<file path="src/rate_servo_pkg.sv">
package rate_servo_pkg;

    //////////////////////////////////////////////////
    // Bus and datapath widths
    //////////////////////////////////////////////////
    typedef logic [21:0] adr_t;       // Wishbone address
    typedef logic [31:0] dat_t;       // Wishbone data
    typedef logic [31:0] count_t;     // Triggers seen by one beam in one period
    typedef logic [17:0] thresh_t;    // Beam threshold
    typedef logic [17:0] kp_t;        // Threshold step per loop
    typedef logic [7:0]  beam_idx_t;  // Beam number for up to 256 beams

    // Threshold after reset and first value sent to the trigger
    localparam thresh_t START_THRESH = 18'd3500;

    //////////////////////////////////////////////////
    // Trigger register map
    //////////////////////////////////////////////////
    localparam adr_t TRIG_CMD_ADR    = 22'h000;  // Command on write, status on read
    localparam adr_t TRIG_COUNT_BASE = 22'h100;  // Count on read, threshold on write
    localparam adr_t TRIG_CE_BASE    = 22'h200;  // Threshold enables

    // Commands written to TRIG_CMD_ADR
    localparam dat_t CMD_START_COUNT = 32'd1;    // Begin a count period
    localparam dat_t CMD_UPDATE      = 32'd2;    // Apply all enabled thresholds

    // Status bit that goes high once the count period is over
    localparam int STATUS_DONE_BIT = 0;

endpackage

</file>
<file path="src/servo_regs.sv">
`timescale 1ns/1ps

module servo_regs #(
    parameter int NBEAMS       = 2,
    parameter int START_TARGET = 100,
    parameter int START_KP     = 1
) (
    input  logic                                        wb_clk_i,
    input  logic                                        arst_n_i,
    input  logic                                        wb_cyc_i,
    input  logic                                        wb_stb_i,
    input  logic                                        wb_we_i,
    input  rate_servo_pkg::adr_t                        wb_adr_i,
    input  rate_servo_pkg::dat_t                        wb_dat_i,
    output logic                                        wb_ack_o,
    output rate_servo_pkg::dat_t                        wb_dat_o,
    input  rate_servo_pkg::count_t  [NBEAMS-1:0]        counts_i,
    input  rate_servo_pkg::thresh_t [NBEAMS-1:0]        thresholds_i,
    output rate_servo_pkg::count_t                      target_o,
    output rate_servo_pkg::kp_t                         kp_o
);

    typedef enum logic [1:0] {S_IDLE, S_READ, S_WRITE, S_ACK} state_t;

    state_t                    state;
    rate_servo_pkg::beam_idx_t sel;     // Beam picked by address bits 7:0
    logic                      sel_ok;  // Beam exists
    rate_servo_pkg::dat_t      rd_dat;  // Read mux result

    assign sel      = wb_adr_i[7:0];
    assign sel_ok   = int'(sel) < NBEAMS;
    assign wb_ack_o = (state == S_ACK);  // Exactly one cycle per access

    //////////////////////////////////////////////////
    // Read decode
    //////////////////////////////////////////////////
    always_comb begin
        rd_dat = '0;                                      // Missing beams read zero
        if (wb_adr_i[8]) begin
            if (sel_ok) rd_dat = counts_i[sel];           // Last measured count
        end else if (wb_adr_i[9]) begin
            if (sel_ok) rd_dat = rate_servo_pkg::dat_t'(thresholds_i[sel]);
        end else if (!wb_adr_i[0]) begin
            rd_dat = rate_servo_pkg::dat_t'(kp_o);        // Gain
        end else begin
            rd_dat = target_o;                            // Target
        end
    end

    // Slave FSM plus the two writable loop settings
    always_ff @(posedge wb_clk_i or negedge arst_n_i) begin
        if (!arst_n_i) begin
            state    <= S_IDLE;
            target_o <= rate_servo_pkg::count_t'(START_TARGET);
            kp_o     <= rate_servo_pkg::kp_t'(START_KP);
        end else begin
            case (state)
                S_IDLE:  if (wb_cyc_i && wb_stb_i) state <= wb_we_i ? S_WRITE : S_READ;
                S_READ:  state <= S_ACK;
                S_WRITE: begin
                    state <= S_ACK;
                    // Writes outside the settings page are dropped
                    if (!wb_adr_i[8] && !wb_adr_i[9]) begin
                        if (wb_adr_i[0]) target_o <= wb_dat_i;
                        else             kp_o     <= rate_servo_pkg::kp_t'(wb_dat_i);
                    end
                end
                default: state <= S_IDLE;                 // Back after ack
            endcase
        end
    end

    // Response register loaded once and held through ack
    always_ff @(posedge wb_clk_i) begin
        if (state == S_READ) wb_dat_o <= rd_dat;
    end

endmodule

</file>
<file path="src/trig_bus_master.sv">
`timescale 1ns/1ps

module trig_bus_master (
    input  logic                 wb_clk_i,
    input  logic                 arst_n_i,
    // Request side from the sequencer
    input  logic                 req_i,
    input  logic                 req_we_i,
    input  rate_servo_pkg::adr_t req_adr_i,
    input  rate_servo_pkg::dat_t req_wdat_i,
    output logic                 done_o,
    output rate_servo_pkg::dat_t rdata_o,
    // Wishbone master toward the trigger
    output logic                 trig_cyc_o,
    output logic                 trig_stb_o,
    output logic                 trig_we_o,
    output rate_servo_pkg::adr_t trig_adr_o,
    output rate_servo_pkg::dat_t trig_dat_o,
    input  logic                 trig_ack_i,
    input  rate_servo_pkg::dat_t trig_dat_i
);

    typedef enum logic {M_IDLE, M_WAIT} mstate_t;

    mstate_t mstate;
    logic    accept;   // Request taken this cycle
    logic    finish;   // Target answered this cycle

    assign accept = (mstate == M_IDLE) && req_i;
    assign finish = (mstate == M_WAIT) && trig_ack_i;

    // cyc and stb stay together for the whole access
    assign trig_cyc_o = (mstate == M_WAIT);
    assign trig_stb_o = (mstate == M_WAIT);

    //////////////////////////////////////////////////
    // Access control
    //////////////////////////////////////////////////
    always_ff @(posedge wb_clk_i or negedge arst_n_i) begin
        if (!arst_n_i) begin
            mstate <= M_IDLE;
            done_o <= 1'b0;
        end else begin
            done_o <= finish;                 // One pulse as the bus drops
            if (accept)      mstate <= M_WAIT;
            else if (finish) mstate <= M_IDLE;   // Held until ack for any delay
        end
    end

    // Bus payload stays steady while the access is open
    always_ff @(posedge wb_clk_i) begin
        if (accept) begin
            trig_we_o  <= req_we_i;
            trig_adr_o <= req_adr_i;
            trig_dat_o <= req_wdat_i;
        end
        if (finish) rdata_o <= trig_dat_i;   // Valid alongside done
    end

endmodule

</file>
<file path="src/threshold_servo.sv">
`timescale 1ns/1ps

module threshold_servo #(
    parameter int NBEAMS       = 2,
    parameter int COUNT_MARGIN = 10,
    parameter int BOOT_CYCLES  = 31
) (
    input  logic                                 wb_clk_i,
    input  logic                                 arst_n_i,
    input  rate_servo_pkg::count_t               target_i,
    input  rate_servo_pkg::kp_t                  kp_i,
    output rate_servo_pkg::count_t  [NBEAMS-1:0] counts_o,
    output rate_servo_pkg::thresh_t [NBEAMS-1:0] thresholds_o,
    output logic                                 req_o,
    output logic                                 req_we_o,
    output rate_servo_pkg::adr_t                 req_adr_o,
    output rate_servo_pkg::dat_t                 req_wdat_o,
    input  logic                                 done_i,
    input  rate_servo_pkg::dat_t                 rdata_i
);

    localparam int BW = $clog2(BOOT_CYCLES + 1);

    typedef enum logic [2:0] {
        S_BOOT, S_START, S_POLL, S_READ, S_CALC, S_WRITE, S_ENABLE, S_UPDATE
    } state_t;

    state_t                                state;
    logic [BW-1:0]                         boot_cnt;
    rate_servo_pkg::beam_idx_t             beam;       // Beam being worked on
    logic                                  last_beam;
    logic                                  pending;    // Access open at the master
    rate_servo_pkg::thresh_t [NBEAMS-1:0]  thresh_new; // Next set applied on update
    rate_servo_pkg::count_t                count_sel;
    rate_servo_pkg::thresh_t               old_th;
    rate_servo_pkg::thresh_t               calc_th;
    logic                                  above, below;
    logic [18:0]                           up_sum;     // Extra bit catches overflow

    assign last_beam = (beam == rate_servo_pkg::beam_idx_t'(NBEAMS - 1));

    //////////////////////////////////////////////////
    // Threshold step for the selected beam
    //////////////////////////////////////////////////
    always_comb begin
        count_sel = counts_o[beam];
        old_th    = thresholds_o[beam];
        // 33 bit compares keep a target near 0 or near max from wrapping
        above  = {1'b0, count_sel} > ({1'b0, target_i} + 33'(COUNT_MARGIN));
        below  = ({1'b0, count_sel} + 33'(COUNT_MARGIN)) < {1'b0, target_i};
        up_sum = {1'b0, old_th} + {1'b0, kp_i};
        if (above)      calc_th = up_sum[18] ? '1 : up_sum[17:0];    // Raise on too many
        else if (below) calc_th = (old_th < kp_i) ? '0 : old_th - kp_i;  // Lower on too few
        else            calc_th = old_th;                          // Inside the dead band
    end

    // Opens one access and marks it pending
    task automatic issue(input logic we, input rate_servo_pkg::adr_t adr,
                         input rate_servo_pkg::dat_t dat);
        req_o      <= 1'b1;
        req_we_o   <= we;
        req_adr_o  <= adr;
        req_wdat_o <= dat;
        pending    <= 1'b1;
    endtask

    //////////////////////////////////////////////////
    // Loop sequencer
    //////////////////////////////////////////////////
    always_ff @(posedge wb_clk_i or negedge arst_n_i) begin
        if (!arst_n_i) begin
            state        <= S_BOOT;
            boot_cnt     <= BW'(BOOT_CYCLES);
            beam         <= '0;
            pending      <= 1'b0;
            req_o        <= 1'b0;
            req_we_o     <= 1'b0;
            req_adr_o    <= '0;
            req_wdat_o   <= '0;
            counts_o     <= '0;
            thresholds_o <= {NBEAMS{rate_servo_pkg::START_THRESH}};
            thresh_new   <= {NBEAMS{rate_servo_pkg::START_THRESH}};
        end else begin
            req_o <= 1'b0;                                   // Request is a pulse
            if (done_i) pending <= 1'b0;
            case (state)
                S_BOOT: begin
                    if (boot_cnt != '0) boot_cnt <= boot_cnt - 1'b1;
                    else                state    <= S_WRITE;  // Start thresholds go out first
                end
                S_START: begin
                    if (!pending) issue(1'b1, rate_servo_pkg::TRIG_CMD_ADR,
                                        rate_servo_pkg::CMD_START_COUNT);
                    else if (done_i) state <= S_POLL;
                end
                S_POLL: begin
                    if (!pending) issue(1'b0, rate_servo_pkg::TRIG_CMD_ADR, '0);
                    else if (done_i && rdata_i[rate_servo_pkg::STATUS_DONE_BIT]) begin
                        state <= S_READ;                     // Period over
                        beam  <= '0;
                    end                                      // Else ask again
                end
                S_READ: begin
                    if (!pending) begin
                        issue(1'b0, rate_servo_pkg::TRIG_COUNT_BASE + rate_servo_pkg::adr_t'(beam),
                              '0);
                    end else if (done_i) begin
                        counts_o[beam] <= rdata_i;
                        beam           <= last_beam ? '0 : beam + 1'b1;
                        if (last_beam) state <= S_CALC;
                    end
                end
                S_CALC: begin                                // One beam per cycle without the bus
                    thresh_new[beam] <= calc_th;
                    beam             <= last_beam ? '0 : beam + 1'b1;
                    if (last_beam) state <= S_WRITE;
                end
                S_WRITE: begin
                    if (!pending) begin
                        issue(1'b1, rate_servo_pkg::TRIG_COUNT_BASE + rate_servo_pkg::adr_t'(beam),
                              rate_servo_pkg::dat_t'(thresh_new[beam]));
                    end else if (done_i) begin
                        beam <= last_beam ? '0 : beam + 1'b1;
                        if (last_beam) state <= S_ENABLE;
                    end
                end
                S_ENABLE: begin
                    if (!pending) begin
                        issue(1'b1, rate_servo_pkg::TRIG_CE_BASE + rate_servo_pkg::adr_t'(beam),
                              32'd1);
                    end else if (done_i) begin
                        beam <= last_beam ? '0 : beam + 1'b1;
                        if (last_beam) state <= S_UPDATE;
                    end
                end
                default: begin                               // Global update ends the loop
                    if (!pending) issue(1'b1, rate_servo_pkg::TRIG_CMD_ADR,
                                        rate_servo_pkg::CMD_UPDATE);
                    else if (done_i) begin
                        thresholds_o <= thresh_new;          // Trigger now runs these
                        state        <= S_START;
                    end
                end
            endcase
        end
    end

endmodule

</file>
<file path="src/rate_servo_top.sv">
`timescale 1ns/1ps

module rate_servo_top #(
    parameter int NBEAMS       = 2,
    parameter int COUNT_MARGIN = 10,
    parameter int START_TARGET = 100,
    parameter int START_KP     = 1,
    parameter int BOOT_CYCLES  = 31
) (
    input  logic                 wb_clk_i,
    input  logic                 arst_n_i,
    // Host slave port
    input  logic                 wb_cyc_i,
    input  logic                 wb_stb_i,
    input  logic                 wb_we_i,
    input  rate_servo_pkg::adr_t wb_adr_i,
    input  rate_servo_pkg::dat_t wb_dat_i,
    output logic                 wb_ack_o,
    output rate_servo_pkg::dat_t wb_dat_o,
    // Trigger master port
    output logic                 trig_cyc_o,
    output logic                 trig_stb_o,
    output logic                 trig_we_o,
    output rate_servo_pkg::adr_t trig_adr_o,
    output rate_servo_pkg::dat_t trig_dat_o,
    input  logic                 trig_ack_i,
    input  rate_servo_pkg::dat_t trig_dat_i
);

    rate_servo_pkg::count_t               target;
    rate_servo_pkg::kp_t                  kp;
    rate_servo_pkg::count_t  [NBEAMS-1:0] counts;
    rate_servo_pkg::thresh_t [NBEAMS-1:0] thresholds;
    logic                                 req, req_we, done;
    rate_servo_pkg::adr_t                 req_adr;
    rate_servo_pkg::dat_t                 req_wdat, rdata;

    // Readback and loop settings
    servo_regs #(.NBEAMS(NBEAMS), .START_TARGET(START_TARGET), .START_KP(START_KP)) u_regs (
        .wb_clk_i(wb_clk_i), .arst_n_i(arst_n_i),
        .wb_cyc_i(wb_cyc_i), .wb_stb_i(wb_stb_i), .wb_we_i(wb_we_i),
        .wb_adr_i(wb_adr_i), .wb_dat_i(wb_dat_i), .wb_ack_o(wb_ack_o), .wb_dat_o(wb_dat_o),
        .counts_i(counts), .thresholds_i(thresholds), .target_o(target), .kp_o(kp)
    );

    // Loop sequencer
    threshold_servo #(.NBEAMS(NBEAMS), .COUNT_MARGIN(COUNT_MARGIN),
                      .BOOT_CYCLES(BOOT_CYCLES)) u_servo (
        .wb_clk_i(wb_clk_i), .arst_n_i(arst_n_i), .target_i(target), .kp_i(kp),
        .counts_o(counts), .thresholds_o(thresholds),
        .req_o(req), .req_we_o(req_we), .req_adr_o(req_adr), .req_wdat_o(req_wdat),
        .done_i(done), .rdata_i(rdata)
    );

    // One trigger access at a time
    trig_bus_master u_master (
        .wb_clk_i(wb_clk_i), .arst_n_i(arst_n_i),
        .req_i(req), .req_we_i(req_we), .req_adr_i(req_adr), .req_wdat_i(req_wdat),
        .done_o(done), .rdata_o(rdata),
        .trig_cyc_o(trig_cyc_o), .trig_stb_o(trig_stb_o), .trig_we_o(trig_we_o),
        .trig_adr_o(trig_adr_o), .trig_dat_o(trig_dat_o),
        .trig_ack_i(trig_ack_i), .trig_dat_i(trig_dat_i)
    );

endmodule

</file>
<file path="config.mk">
export PLATFORM = sky130hd
export DESIGN_NAME = rate_servo_top
export DESIGN_NICKNAME = d
export VERILOG_FILES = /design/src/rate_servo_pkg.sv /design/src/servo_regs.sv /design/src/trig_bus_master.sv /design/src/threshold_servo.sv /design/src/rate_servo_top.sv
export SDC_FILE = /design/constraint.sdc
export NUM_CORES = 1
export LEC_CHECK = 0
export BUFFER_PORTS_ARGS = -buffer_cell sky130_fd_sc_hd__clkbuf_2
export CAP_MARGIN = 10
export CORE_ASPECT_RATIO = 0.5
export CORE_UTILIZATION = 55
export DETAILED_ROUTE_END_ITERATION = 16
export HOLD_SLACK_MARGIN = 0.12
export PLACE_DENSITY = 0.77
export SETUP_SLACK_MARGIN = 0.1
export SYNTH_ARGS = -nofsm -noshare
export SYNTH_HDL_FRONTEND = slang
export SYNTH_SLANG_ARGS = --single-unit
</file>
<file path="constraint.sdc">
create_clock -name wb_clk_i -period 5.4 [get_ports wb_clk_i]
set_input_delay 0.81 -clock wb_clk_i [delete_from_list [all_inputs] [get_ports wb_clk_i]]
set_output_delay 0.81 -clock wb_clk_i [all_outputs]
set_load 0.005 [all_outputs]
</file>
# --- Word level (Yosys, flattened, before mapping) ---
# Index checks and enable logic that the tools add are counted.
word_totals:
  inputBits: 92
  reg_bits: 382
  wordCells: 173
op_classes:
  eq_ne: 28
  n_mux: 71
  add_sub_neg: 8
  magnitude_cmp: 7
  n_bitwise: 5
  n_reduce_logical: 30
ops:
  columns: ["cell", "n"]
  rows:
  - ["$mux W32", 13]
  - ["$mux W18", 12]
  - ["$pmux W32 S4", 1]
  - ["$add A32 B4 Y33 const B", 2]
  - ["$mux W22", 3]
  - ["$pmux W22 S3", 1]
  - ["$bwmux W64", 1]
  - ["$mux W3", 17]
  - ["$mux W8", 5]
  - ["$bwmux W36", 1]
  - ["$ne A2 B1 Y1 const B", 17]
  - ["$gt A32 B33 Y1", 1]
  - ["$lt A33 B32 Y1", 1]
  - ["$demux W32 S1", 1]
  - ["$lt A8 B2 Y1 const B", 3]
  - ["$pmux W8 S3", 1]
  - ["$pmux W3 S7", 1]
  - ["$add A18 B18 Y19", 1]
  - ["$demux W18 S1", 1]
  - ["$lt A18 B18 Y1", 1]
  - ["$sub A18 B18 Y18", 1]
  - ["$reduce_and A17 Y1", 1]
  - ["$reduce_and A3 Y1", 4]
  - ["$add A10 B8 Y11 const A", 1]
  - ["29 further kinds", 58]

# --- Logic depth before layout (Yosys ltp) ---
# Gate-level depths: netlist of the first run.
logic_depth:
  word_depth: 7
  mapped_depth: 29
  ltp_nobuf: 19

# --- Modules after synthesis ---
# A second synthesis of the first run with hierarchy kept.
unflattened:
  hier_cells: 1742
  hier_area_um2: 20093.0
modules_own_cells:
  columns: ["module", "seq_area_each_um2", "area_per_inst_um2", "n_inst", "cells_per_inst"]
  rows:
  - ["threshold_servo", 4620.7, 13195.2, 1, 1352]
  - ["servo_regs", 2267.2, 4200.3, 1, 296]
  - ["trig_bus_master", 2662.6, 2697.6, 1, 94]

# --- Worst setup path after synthesis of the first run ---
# Ideal clock, no wire load.
synth_path:
  path_type: "reg-to-reg"
  from: "reg u_servo.beam[0]"
  to: "reg u_servo.thresh_new[1] (netlist bit)"
  t_required_ps: 5279
  period_less_slack_ps: 5768
  stages_incl_launch_ff: 29
  arrival_time_ps: 5647
  path_buffers: 9
  slack_ps: -368
  path_cell_list: "dfrtp_1 -> buf_4 -> buf_6 -> buf_2 -> buf_2 -> buf_2 -> buf_1 -> buf_2 -> mux2i_1 -> inv_1 -> ha_1 -> o21ai_0 -> o21ai_0 -> and3_1 -> clkbuf_1 -> nand3_1 -> nor2_1 -> nand2_1 -> xnor2_1 -> ha_1 -> nand2_1 -> o21ai_0 -> nor3_1 -> a311oi_1 -> a221o_1 -> buf_4 -> nor2_1 -> a221o_1 -> a22o_1"
synth_via:
  elab_chain_len: 7
  word_cells_on_any_way: 20
  classes_between: "3 x add/sub; 5 x order compare; 11 x mux; 1 x reduce/logical"
synth_lines:
  columns: ["item", "line", "text"]
  rows:
  - ["start: declaration", "threshold_servo.sv:30", "rate_servo_pkg::beam_idx_t beam;"]
  - ["start signal: assignment", "threshold_servo.sv:109", "beam <= last_beam ? '0 : beam + 1'b1;"]
  - ["start signal: assignment", "threshold_servo.sv:115", "beam <= last_beam ? '0 : beam + 1'b1;"]
  - ["start signal: assignment", "threshold_servo.sv:123", "beam <= last_beam ? '0 : beam + 1'b1;"]
  - ["$mux W32 (implied by the code) or $mux W18 (tied branches) (2 in series)", "threshold_servo.sv:46, threshold_servo.sv:47", null]
  - ["$add A32 B4 Y33, or another cell as far along", "threshold_servo.sv:50", "below = ({1'b0, count_sel} + 33'(COUNT_MARGIN)) < {1'b0, target_i};"]
  - ["$lt A33 B32 Y1 or $mux W18 (tied branches)", "threshold_servo.sv:50, threshold_servo.sv:53", null]
  - ["$mux W18", "threshold_servo.sv:53", "else if (below) calc_th = (old_th < kp_i) ? '0 : old_th - kp_i;"]
  - ["$mux W18", "threshold_servo.sv:52", "if (above) calc_th = up_sum[18] ? '1 : up_sum[17:0];"]
  - ["$bwmux W36 (*)", "threshold_servo.sv:114", "thresh_new[beam] <= calc_th;"]
  - ["end signal: assignment", "threshold_servo.sv:82", "thresh_new <= {NBEAMS{rate_servo_pkg::START_THRESH}};"]
  - ["end signal: indexed assignment", "threshold_servo.sv:114", null]
  - ["end: declaration", "threshold_servo.sv:33", "rate_servo_pkg::thresh_t [NBEAMS-1:0] thresh_new;"]
# Mark *: on every way between the ends. The rest lies on a longest branch, timed or not. The select of a mux whose other input is x is not followed.
# A chain may end at the register's enable or synchronous reset.

# --- Worst setup path in the final report of the first run ---
layout_path:
  from: "reg u_regs.target_o[5]"
  to: "reg u_servo.thresh_new[21] (netlist bit)"
layout_via:
  elab_chain_len: 4
  word_cells_on_any_way: 6
  classes_between: "1 x add/sub; 2 x order compare; 3 x mux"
layout_lines:
  columns: ["item", "line", "text"]
  rows:
  - ["start: declaration", "servo_regs.sv:19", "output rate_servo_pkg::count_t target_o,"]
  - ["start signal: assignment", "servo_regs.sv:54", "target_o <= rate_servo_pkg::count_t'(START_TARGET);"]
  - ["start signal: assignment", "servo_regs.sv:64", "if (wb_adr_i[0]) target_o <= wb_dat_i;"]
  - ["$add A32 B4 Y33 or $lt A33 B32 Y1 (tied branches)", "threshold_servo.sv:49, threshold_servo.sv:50", null]
  - ["$gt A32 B33 Y1 or $mux W18 (tied branches)", "threshold_servo.sv:49, threshold_servo.sv:53", null]
  - ["$mux W18 (*)", "threshold_servo.sv:52", null]
  - ["$bwmux W36 (*)", "threshold_servo.sv:114", null]
# Mark *: on every way between the ends. The rest lies on a longest branch, timed or not.

==> results of run 1 <==
==> worst max path at each step <==
stage / start / slack, ns / depth (start not counted) / to
6_report: u_regs.target_o[5] / 0.36 / 17 / u_servo.thresh_new[21]
5_1_grt: u_regs.target_o[5] / 0.12 / 17 / u_servo.thresh_new[21]
4_1_cts: u_servo.beam[0] / 0.30 / 20 / u_servo.thresh_new[28]
3_5_place_dp: u_servo.beam[0] / 0.33 / 20 / u_servo.thresh_new[28]
3_3_place_gp: u_servo.beam[0] / 0.48 / 19 / u_servo.thresh_new[10]
2_1_floorplan: u_servo.beam[0] / 0.13 / 28 / u_servo.thresh_new[5]
==> power by group through the flow <==
stage | registers (mW) | clock network (mW) | logic, mW
2_1_floorplan | 3.86 | 0 | 3.73
3_3_place_gp | 4.16 | 0 | 4.87
3_5_place_dp | 4.19 | 0 | 4.99
4_1_cts | 4.15 | 2.21 | 5.04
5_1_grt | 4.26 | 2.30 | 5.71
6_report | 4.17 | 2.18 | 5.18
==> cell families (layout without fill, tap and decap cells) <==
kind of cell | after synthesis | after routing | synth area share [%]
buffers and inverters | 208 | 337 | 4.802
other | 1 | 26 | 0.01958
adders and majority gates | 110 | 110 | 7.265
DFF | 330 | 330 | 45.79
xor gates and xnor gates | 67 | 67 | 3.064
muxes | 224 | 224 | 13.82
AOI/OAI and AO/OA | 393 | 393 | 13.54
and+or+nand+nor | 475 | 475 | 11.69
==> stage by stage <==
stage                     hold WS [ns]  area (um2)  cells
after CTS                       0.1859       21300   2423
after global placement          0.4280       20320   2367
final                           0.1749       21350   2427
after detailed placement        0.4364       20320   2367
after global routing            0.2182       21350   2427
after floorplan                 0.4211       19270   1833
==> Yosys cell counts, types with 29 or more instances <==
cell type / count / area share [%]
sky130_fd_sc_hd__edfxtp_1: 93 / 15
sky130_fd_sc_hd__a211oi_1: 32 / 1.3
sky130_fd_sc_hd__o21ai_0: 125 / 3.3
sky130_fd_sc_hd__ha_1: 108 / 7.1
sky130_fd_sc_hd__a21oi_1: 67 / 1.8
sky130_fd_sc_hd__mux2i_1: 66 / 3.4
sky130_fd_sc_hd__nand3_1: 38 / 0.99
sky130_fd_sc_hd__buf_4: 29 / 1.1
sky130_fd_sc_hd__xnor2_1: 54 / 2.5
sky130_fd_sc_hd__clkbuf_1: 56 / 1.1
sky130_fd_sc_hd__dfstp_2: 37 / 5.1
sky130_fd_sc_hd__nor2_1: 94 / 1.8
sky130_fd_sc_hd__o31ai_1: 32 / 1.3
sky130_fd_sc_hd__mux2_2: 140 / 8.2
sky130_fd_sc_hd__inv_1: 98 / 1.9
sky130_fd_sc_hd__nand2_1: 190 / 3.7
sky130_fd_sc_hd__dfrtp_1: 200 / 26
==> layout make-up <==
type / count / share of cell area [%]
multi-input cells: 1295 / 44.91
flip-flops and latches: 330 / 41.10
repair buffers: 182 / 4.924
clock buffers: 40 / 3.792
well taps: 465 / 2.726
inverters: 99 / 1.741
clock inverters: 16 / 0.8030
==> registers in the layout, summed over array words and instances, names as in the netlist, 2 cells and up <==
register              cells
u_regs.state              2
u_servo.req_adr_o        10
u_servo.thresh_new       36
u_regs.target_o          32
u_master.rdata_o         32
u_servo.thresholds_o     36
u_regs.kp_o              18
u_master.trig_dat_o      18
u_servo.state             3
u_servo.beam              8
u_master.trig_adr_o      10
u_servo.req_wdat_o       18
u_servo.counts_o         64
u_regs.wb_dat_o          32
u_servo.boot_cnt          5
==> per-layer routing <==
layer,wire [um],global-route usage [%],part of all wire [%],vias up
met2,22830,44.69,46,525
li1,-,-,-,6793
met3,4103,5.856,8.2,75
met1,21860,39.43,44,7208
met5,13,0,0.026,-
met4,1177,6.992,2.4,2
==> critical path: stages (launching register included) <==
cell,delay [ns]
sky130_fd_sc_hd__dfstp_2,0.62
sky130_fd_sc_hd__and4_4,0.27
sky130_fd_sc_hd__and3_1,0.17
sky130_fd_sc_hd__nand3_1,0.16
sky130_fd_sc_hd__nor2_2,0.25
sky130_fd_sc_hd__and3_1,0.23
sky130_fd_sc_hd__nand2_1,0.12
sky130_fd_sc_hd__nor2_1,0.16
sky130_fd_sc_hd__xnor2_1,0.13
sky130_fd_sc_hd__ha_1,0.27
sky130_fd_sc_hd__a2111oi_0,0.43
sky130_fd_sc_hd__a21oi_1,0.27
sky130_fd_sc_hd__or3b_2,0.58
sky130_fd_sc_hd__o211ai_1,0.21
sky130_fd_sc_hd__buf_4,0.30
sky130_fd_sc_hd__o21ai_2,0.23
sky130_fd_sc_hd__o211a_1,0.29
sky130_fd_sc_hd__mux2_2,0.26
==> what timing repair did <==
| action | in CTS | in global routing |
|---|---|---|
| resized for setup | 0 | 3 |
| setup endpoints to repair | 0 | 24 |
| buffers inserted | 0 | 4 |
| hold buffers | 0 | 0 |
==> cell usage in the layout (no fill, tap or decap), types with 67 or more instances in the layout <==
cell,Yosys,layout
sky130_fd_sc_hd__mux2_2,140,140
sky130_fd_sc_hd__clkbuf_2,0,141
sky130_fd_sc_hd__o21ai_0,125,124
sky130_fd_sc_hd__edfxtp_1,93,93
sky130_fd_sc_hd__nand2_1,190,190
sky130_fd_sc_hd__inv_1,98,98
sky130_fd_sc_hd__nor2_1,94,91
sky130_fd_sc_hd__ha_1,108,108
sky130_fd_sc_hd__a21oi_1,67,67
sky130_fd_sc_hd__dfrtp_1,200,199
==> results.md, run 1 <==
Status:
- The run finished with clean final reports.

Global route:
- Entering global routing, the biggest net connects 111 pins.
- After global routing the overflow that remains totals 0.
- The wire length of the first global-routing pass is 77.72 mm.
- The via count of the first global-routing pass is 14090.
- The initial antenna violation count is 3.
- In the global route stage, overall resource usage came out at 28.07%.

Layout:
- The final net count is roughly 2100.
- The post-route netlist has 23.45% of its cells at a drive strength greater than 1.
- The signed area change from the synthesized netlist to the final layout is 11.46%.
- Summing all multi-input logic gate instances after layout gives 9587 um2.
- The layout has 2721 filler cells.
- In the final layout, flip-flops and latches occupy 8773 um2.
- The antenna diode count is 0.
- Cells fill 63.46% of the core in the end.

Drt:
- The per-cell via count in the routed design is around 6.0.
- The remaining number of nets flagged by the antenna check after routing is 0.
- The total vias in the final route is 14603.
- In the final routed layout, each cell accounts on average for approximately 21 um.
- In the routed design, unresolved DRC markers number 0.
- The first routing iteration left 1336 violations.
- The final wirelength is 49.99 mm.
- The detailed-routing iteration count for the pre-antenna-repair pass is 5.

Floorplan:
- The total core area is 33640 um2.
- The starting density of the core is 56.93%.
- For this design the top-level I/O count stands at between 150 and 200.
- The die height is 133.9 um.
- The area enclosed by the die boundary is 35620 um2.
- In this run the horizontal extent of the chip is 265.9 um.
- The number of rows in the core area is 47.

CTS:
- Clock tree synthesis selected as its root buffer the cell sky130_fd_sc_hd__clkbuf_16.
- The number of buffers created by CTS is 30.
- The clock net in this run drives a total of 330 sinks.
- TritonCTS built the clock tree.
- Clock-pin slew was measured on the worst setup and hold paths at 0.07 ns.
- The H-tree level count is 1.
- The maximum buffer depth of the clock tree is 3.
- The source-to-sink clock delay at the later pin of the worst-skew pair is 0.59 ns.

Pwr:
- The design internal power is 6.739 mW.
- The analysis attributes to cell leakage a power of approximately 9.5 nW.
- The net switching power figure is 4.783 mW.
- The fraction of power consumed by combinational cells is about 45%.
- The maximum VDD drop is 291.6 uV.
- The power per cell area is ~540 nW/um2.
- The part of the power in registers is 36.2%.
- Power comes to 11.52 mW.
- The switching power share of the total is 41.51%.
- The share of power burned in the clock network is 18.9%.

Synth:
- The number of synthesized register bits is 330.
- For this run, the leading register cell type out of synthesis is sky130_fd_sc_hd__dfrtp_1.
- The average size of a mapped cell is roughly 11 um2.
- The share of flip-flops with an asynchronous set or reset after synthesis is 71.82%.
- Summing the sequential cell areas from Yosys gives 45.79% of the chip area.
- The count of unique library cells instantiated by Yosys is 86.
- During synthesis, Yosys emitted a total of 0 warnings.
- The number of enable flip-flop cells after synthesis is between 90 and 100.
- The cell area after synthesis is approximately 19000 um2.
- Counting every instance in the synthesized netlist gives 1808.

Setup path:
- The critical path required time is a little under 6 ns.
- The startpoint-to-endpoint class of the critical path is reg2reg.
- In this run the critical register-to-register path is launched from u_regs.target_o[5].
- STA puts the critical path data arrival time at 5.56 ns.
- In this run the register-to-register setup slack is 0.36 ns.
- Counting cells, the worst reg-to-reg path comes to 17.
- The type of destination of the critical path is a flip-flop.
- The sort of element at the start of the critical path is a flip-flop.
- In this run the worst path has a maximum fanout of 16.
- The endpoint of the most critical register-to-register path is u_servo.thresh_new[21].

Timing:
- The max-slew violation count came to 0.
- The worst slew slack as a fraction of its limit is a little over a tenth.
- At the pin with the least slew margin, the transition time is between 1 and 1.5 ns.
- The final sum of negative setup slack is 0 ns.
- The final critical path time including I/O delays and setup is 5.041 ns.
- The total count of hold-check failures in the final report was 0.
- Setup violations remaining at the end of the flow were counted as 0.
- The setup slack of the critical path after layout is 0.3595 ns.
- Setup repair after global routing left no endpoint under its margin.
- For this run, the top clock speed supported by timing is between 150 and 200 MHz.
- The fraction of the cycle the final worst path needs is 93.34%.
- The clock tree skew after final layout is 0.03341 ns.

Hold path:
- The type of the tightest min-delay check is in2async.

Flow run:
- Across the run, the number of max-cap violations was 0.

Placed design:
- Routability-driven placement finished with a final weighted congestion of slightly above 0.9.
- Input and output buffers added on the ports amount to 143.
- At the placement stage, the worst setup path has a slack of 0.3350 ns.
- The wire-length estimate of the detail-placed layout is 36.44 mm.
No activity file was read; power rests on OpenSTA's default activity.
==> inputs of run 2 (changes only) <==
MAX_ROUTING_LAYER = met4   (was unset)
SETUP_SLACK_MARGIN = 0.15   (was 0.1)
==> results.md, run 2 (same netlist as run 1, synthesis figures left out) <==
Status:
- The flow ran to the end, and the final reports show no timing, DRC or antenna violations.

Pwr:
- The standby leakage power is 9.485 nW.
- Power spread over the standard cell area amounts to 543.5 nW/um2.
- The maximum VDD drop is roughly 270 uV.

Setup path:
- The instance count on the critical path is 12.
- Together, buffers and inverters on the worst path number 0.
- The worst register-to-register path ends at u_servo.thresh_new[2].
- The critical-path cell with the highest stage delay is sky130_fd_sc_hd__or4_1.
- The cell count of the worst reg-to-reg path is 12.
- Traced cell by cell, the critical path runs through nand4_1 -> or3_1 -> or2_2 -> xnor2_1 -> ha_1 -> nand4_1 -> or4_1 -> a221oi_1 -> o211a_1 -> a21oi_1 -> a211oi_1 -> mux2_2.
- The sort of element at the start of the critical path is a flip-flop.
- Setup slack on the worst reg-to-reg path comes out at approximately 0.38 ns.
- STA classifies the critical path endpoint as a flip-flop.
- The launching element of the worst setup path is u_regs.target_o[12].
- The critical path required time is about 5.9 ns.
- STA puts the critical path data arrival time at 5.55 ns.
- The delay of the slowest critical-path stage is 0.61 ns.
- The critical path ends at u_servo.thresh_new[2].
- The maximum fanout along the worst path is 11.
- The critical register-to-register path startpoint is u_regs.target_o[12].
- By instance count, the cell type seen most on the critical path is sky130_fd_sc_hd__nand4_1.
- The startpoint-to-endpoint class of the critical path is reg2reg.
- The gate family responsible for the most delay along the worst path is simple AND/OR/NAND/NOR gates.

Timing:
- The clock tree skew after final layout is 0.01480 ns.
- Setup repair after global routing could not meet its margin everywhere.
- The achievable clock frequency is 199.1 MHz.
- The final critical path time including I/O delays and setup is 5.023 ns.
- Setup violations remaining at the end of the flow were counted as 0.
- The max-slew violation count is 0.
- The worst slew slack as a fraction of its limit is 27.94%.
- The final sum of negative setup slack is 0 ns.
- The total count of hold-check failures in the final report came to 0.
- The fraction of the cycle the final worst path needs is 93.02%.
- The transition time at the pin with the least slew margin is about 1.1 ns.

Placed design:
- The cell area after placement is 20320 um2.
- Buffers placed on the I/O ports in this run total 143.
- At the end of routability-driven placement, the weighted congestion stood at 0.9364.
- After detailed placement, the design holds a cell count of 2369.
- The HPWL after detailed placement is 36.96 mm.

Drt:
- After detailed routing, the total wire length is 50.37 mm.
- The per-cell via count in the routed design is 5.979.
- The total vias in the final route is 14505.
- In this run the remaining antenna-violating nets after routing total 0.
- The number of design rule violations left after detail routing is 0.
- In the final routed layout, each cell accounts on average for roughly 21 um.
- The count of routing violations after the opening detailed-route iteration is ~1300.
- The detailed-routing iteration count for the pre-antenna-repair pass is 5.

CTS:
- Clock tree synthesis inserted a total of 30 buffers.
- TritonCTS built the clock tree.
- The source-to-sink clock delay at the later pin of the worst-skew pair is 0.58 ns.
- For this design, the CTS-stage hold fixing added 0 buffers.
- CTS built an H-tree with a depth of 1.
- The maximum buffer depth of the clock tree is 3.
- Clock tree synthesis selected as its root buffer the cell sky130_fd_sc_hd__clkbuf_16.
- Clock-pin slew was measured on the worst setup and hold paths at 0.07 ns.
- The clock sink count is 330.

Layout:
- The library cell used most frequently in the layout, excluding fill and tap cells, is sky130_fd_sc_hd__dfrtp_1.
- The register name with the most flops is u_servo.counts_o.
- The largest registers in the layout are u_servo.counts_o (64), u_servo.thresh_new (36), u_servo.thresholds_o (36).
- Leaving out fill and tap cells, the most frequent cells in the layout are sky130_fd_sc_hd__dfrtp_1 (199), sky130_fd_sc_hd__nand2_1 (190), sky130_fd_sc_hd__clkbuf_2 (141).
- The final standard cell count with taps included and fillers excluded is 2426.
- The final net count is between 2000 and 2500.
- The fraction of layout cells with a size suffix above 1 is 23.87%.
- The register with the most flip-flops in the layout has 64 of them.
- The cell area after layout is 21440 um2.
- 0 antenna diodes ended up in the layout.
- The number of filler cells placed in the layout is between 2000 and 3000.
- Relative to the synthesized area, the layout overhead comes to 11.94%.

Global route:
- The total congestion overflow after global routing is 0.
- The via count of the first global-routing pass is 14077.
- The global-route usage over all layers is between 20 and 30%.
- Entering global routing, the biggest net connects between 100 and 150 pins.
- The initial antenna violation count is 1.
- The wire length of the first global-routing pass is 79.18 mm.

Hold path:
- The type of the tightest min-delay check is in2async.

Floorplan:
- The total area inside the core boundary comes to 33640 um2.
- The number of rows in the core area is 47.
- The starting density of the core is 56.93%.
- For this design the top-level I/O count stands at 182.
- In this run the vertical extent of the chip is 133.9 um.
- The die covers 35620 um2.
- The floorplan step set the die width to 265.9 um.

Flow run:
- Max-cap violations in this run came to 0.
==> run 2: cell count changes in the layout (fill, tap and decap cells not counted), moves of 2 or more <==
cell / delta
sky130_fd_sc_hd__clkbuf_1: -7
sky130_fd_sc_hd__clkinvlp_4: +5
sky130_fd_sc_hd__clkinv_2: -3
sky130_fd_sc_hd__buf_4: +2
sky130_fd_sc_hd__clkbuf_8: +2
==> run 2: timing repair <==
item / CTS / global route
endpoints found under the setup margin: 0 / 34
resized for setup: 0 / 8
buffers inserted: 0 / 1
==> run 2: layout make-up <==
class	count	area [um2]	share of cell area, %
clock buffers	36	835.8	3.899
clock inverters	20	230.2	1.074
inverters	99	371.6	1.733
multi-input cells	1295	9618	44.87
flip-flops and latches	330	8773	40.93
well taps	465	581.8	2.714
repair buffers	181	1026	4.786
==> run 2: worst min path at each step <==
stage / depth (start not counted) / slack, ns / startpoint / to
CTS: 1 / 0.33 / arst_n_i / u_servo.req_wdat_o[7]
floorplan: 2 / 0.42 / u_servo.boot_cnt[4] / u_servo.boot_cnt[4]
finish: 1 / 0.28 / arst_n_i / u_servo.req_wdat_o[7]
global placement: 2 / 0.43 / u_servo.boot_cnt[4] / u_servo.boot_cnt[4]
detailed placement: 2 / 0.43 / u_servo.boot_cnt[4] / u_servo.boot_cnt[4]
global route: 1 / 0.37 / arst_n_i / u_servo.req_wdat_o[7]
==> run 2: layer usage <==
| metal | routed length [um] | global-route usage (%) | up-vias |
|---|---|---|---|
| li1 | - | - | 6780 |
| met1 | 22200 | 41.43 | 7130 |
| met2 | 22690 | 44.37 | 515 |
| met3 | 4125 | 5.232 | 80 |
| met4 | 1360 | 8.078 | 0 |
| met5 | 0 | - | - |
==> run 2: stage by stage <==
stage	power [mW]	util [%]	worst slack [ns]	hold WS [ns]
floorplan	7.595	-	0.2068	0.4211
global placement	9.050	60.42	0.3800	0.4283
detailed placement	9.209	60.42	0.3030	0.4308
CTS	11.55	63.59	0.2738	0.3331
global route	12.41	63.73	0.07702	0.3656
finish	11.65	63.73	0.3770	0.2836
==> run 2: where the power goes <==
| part | internal (mW) | leakage, nW | switching, mW |
|---|---|---|---|
| logic | 2.12 | 5.10 | 3.06 |
| clock network | 1.31 | 0.509 | 0.999 |
| registers | 3.40 | 3.87 | 0.764 |
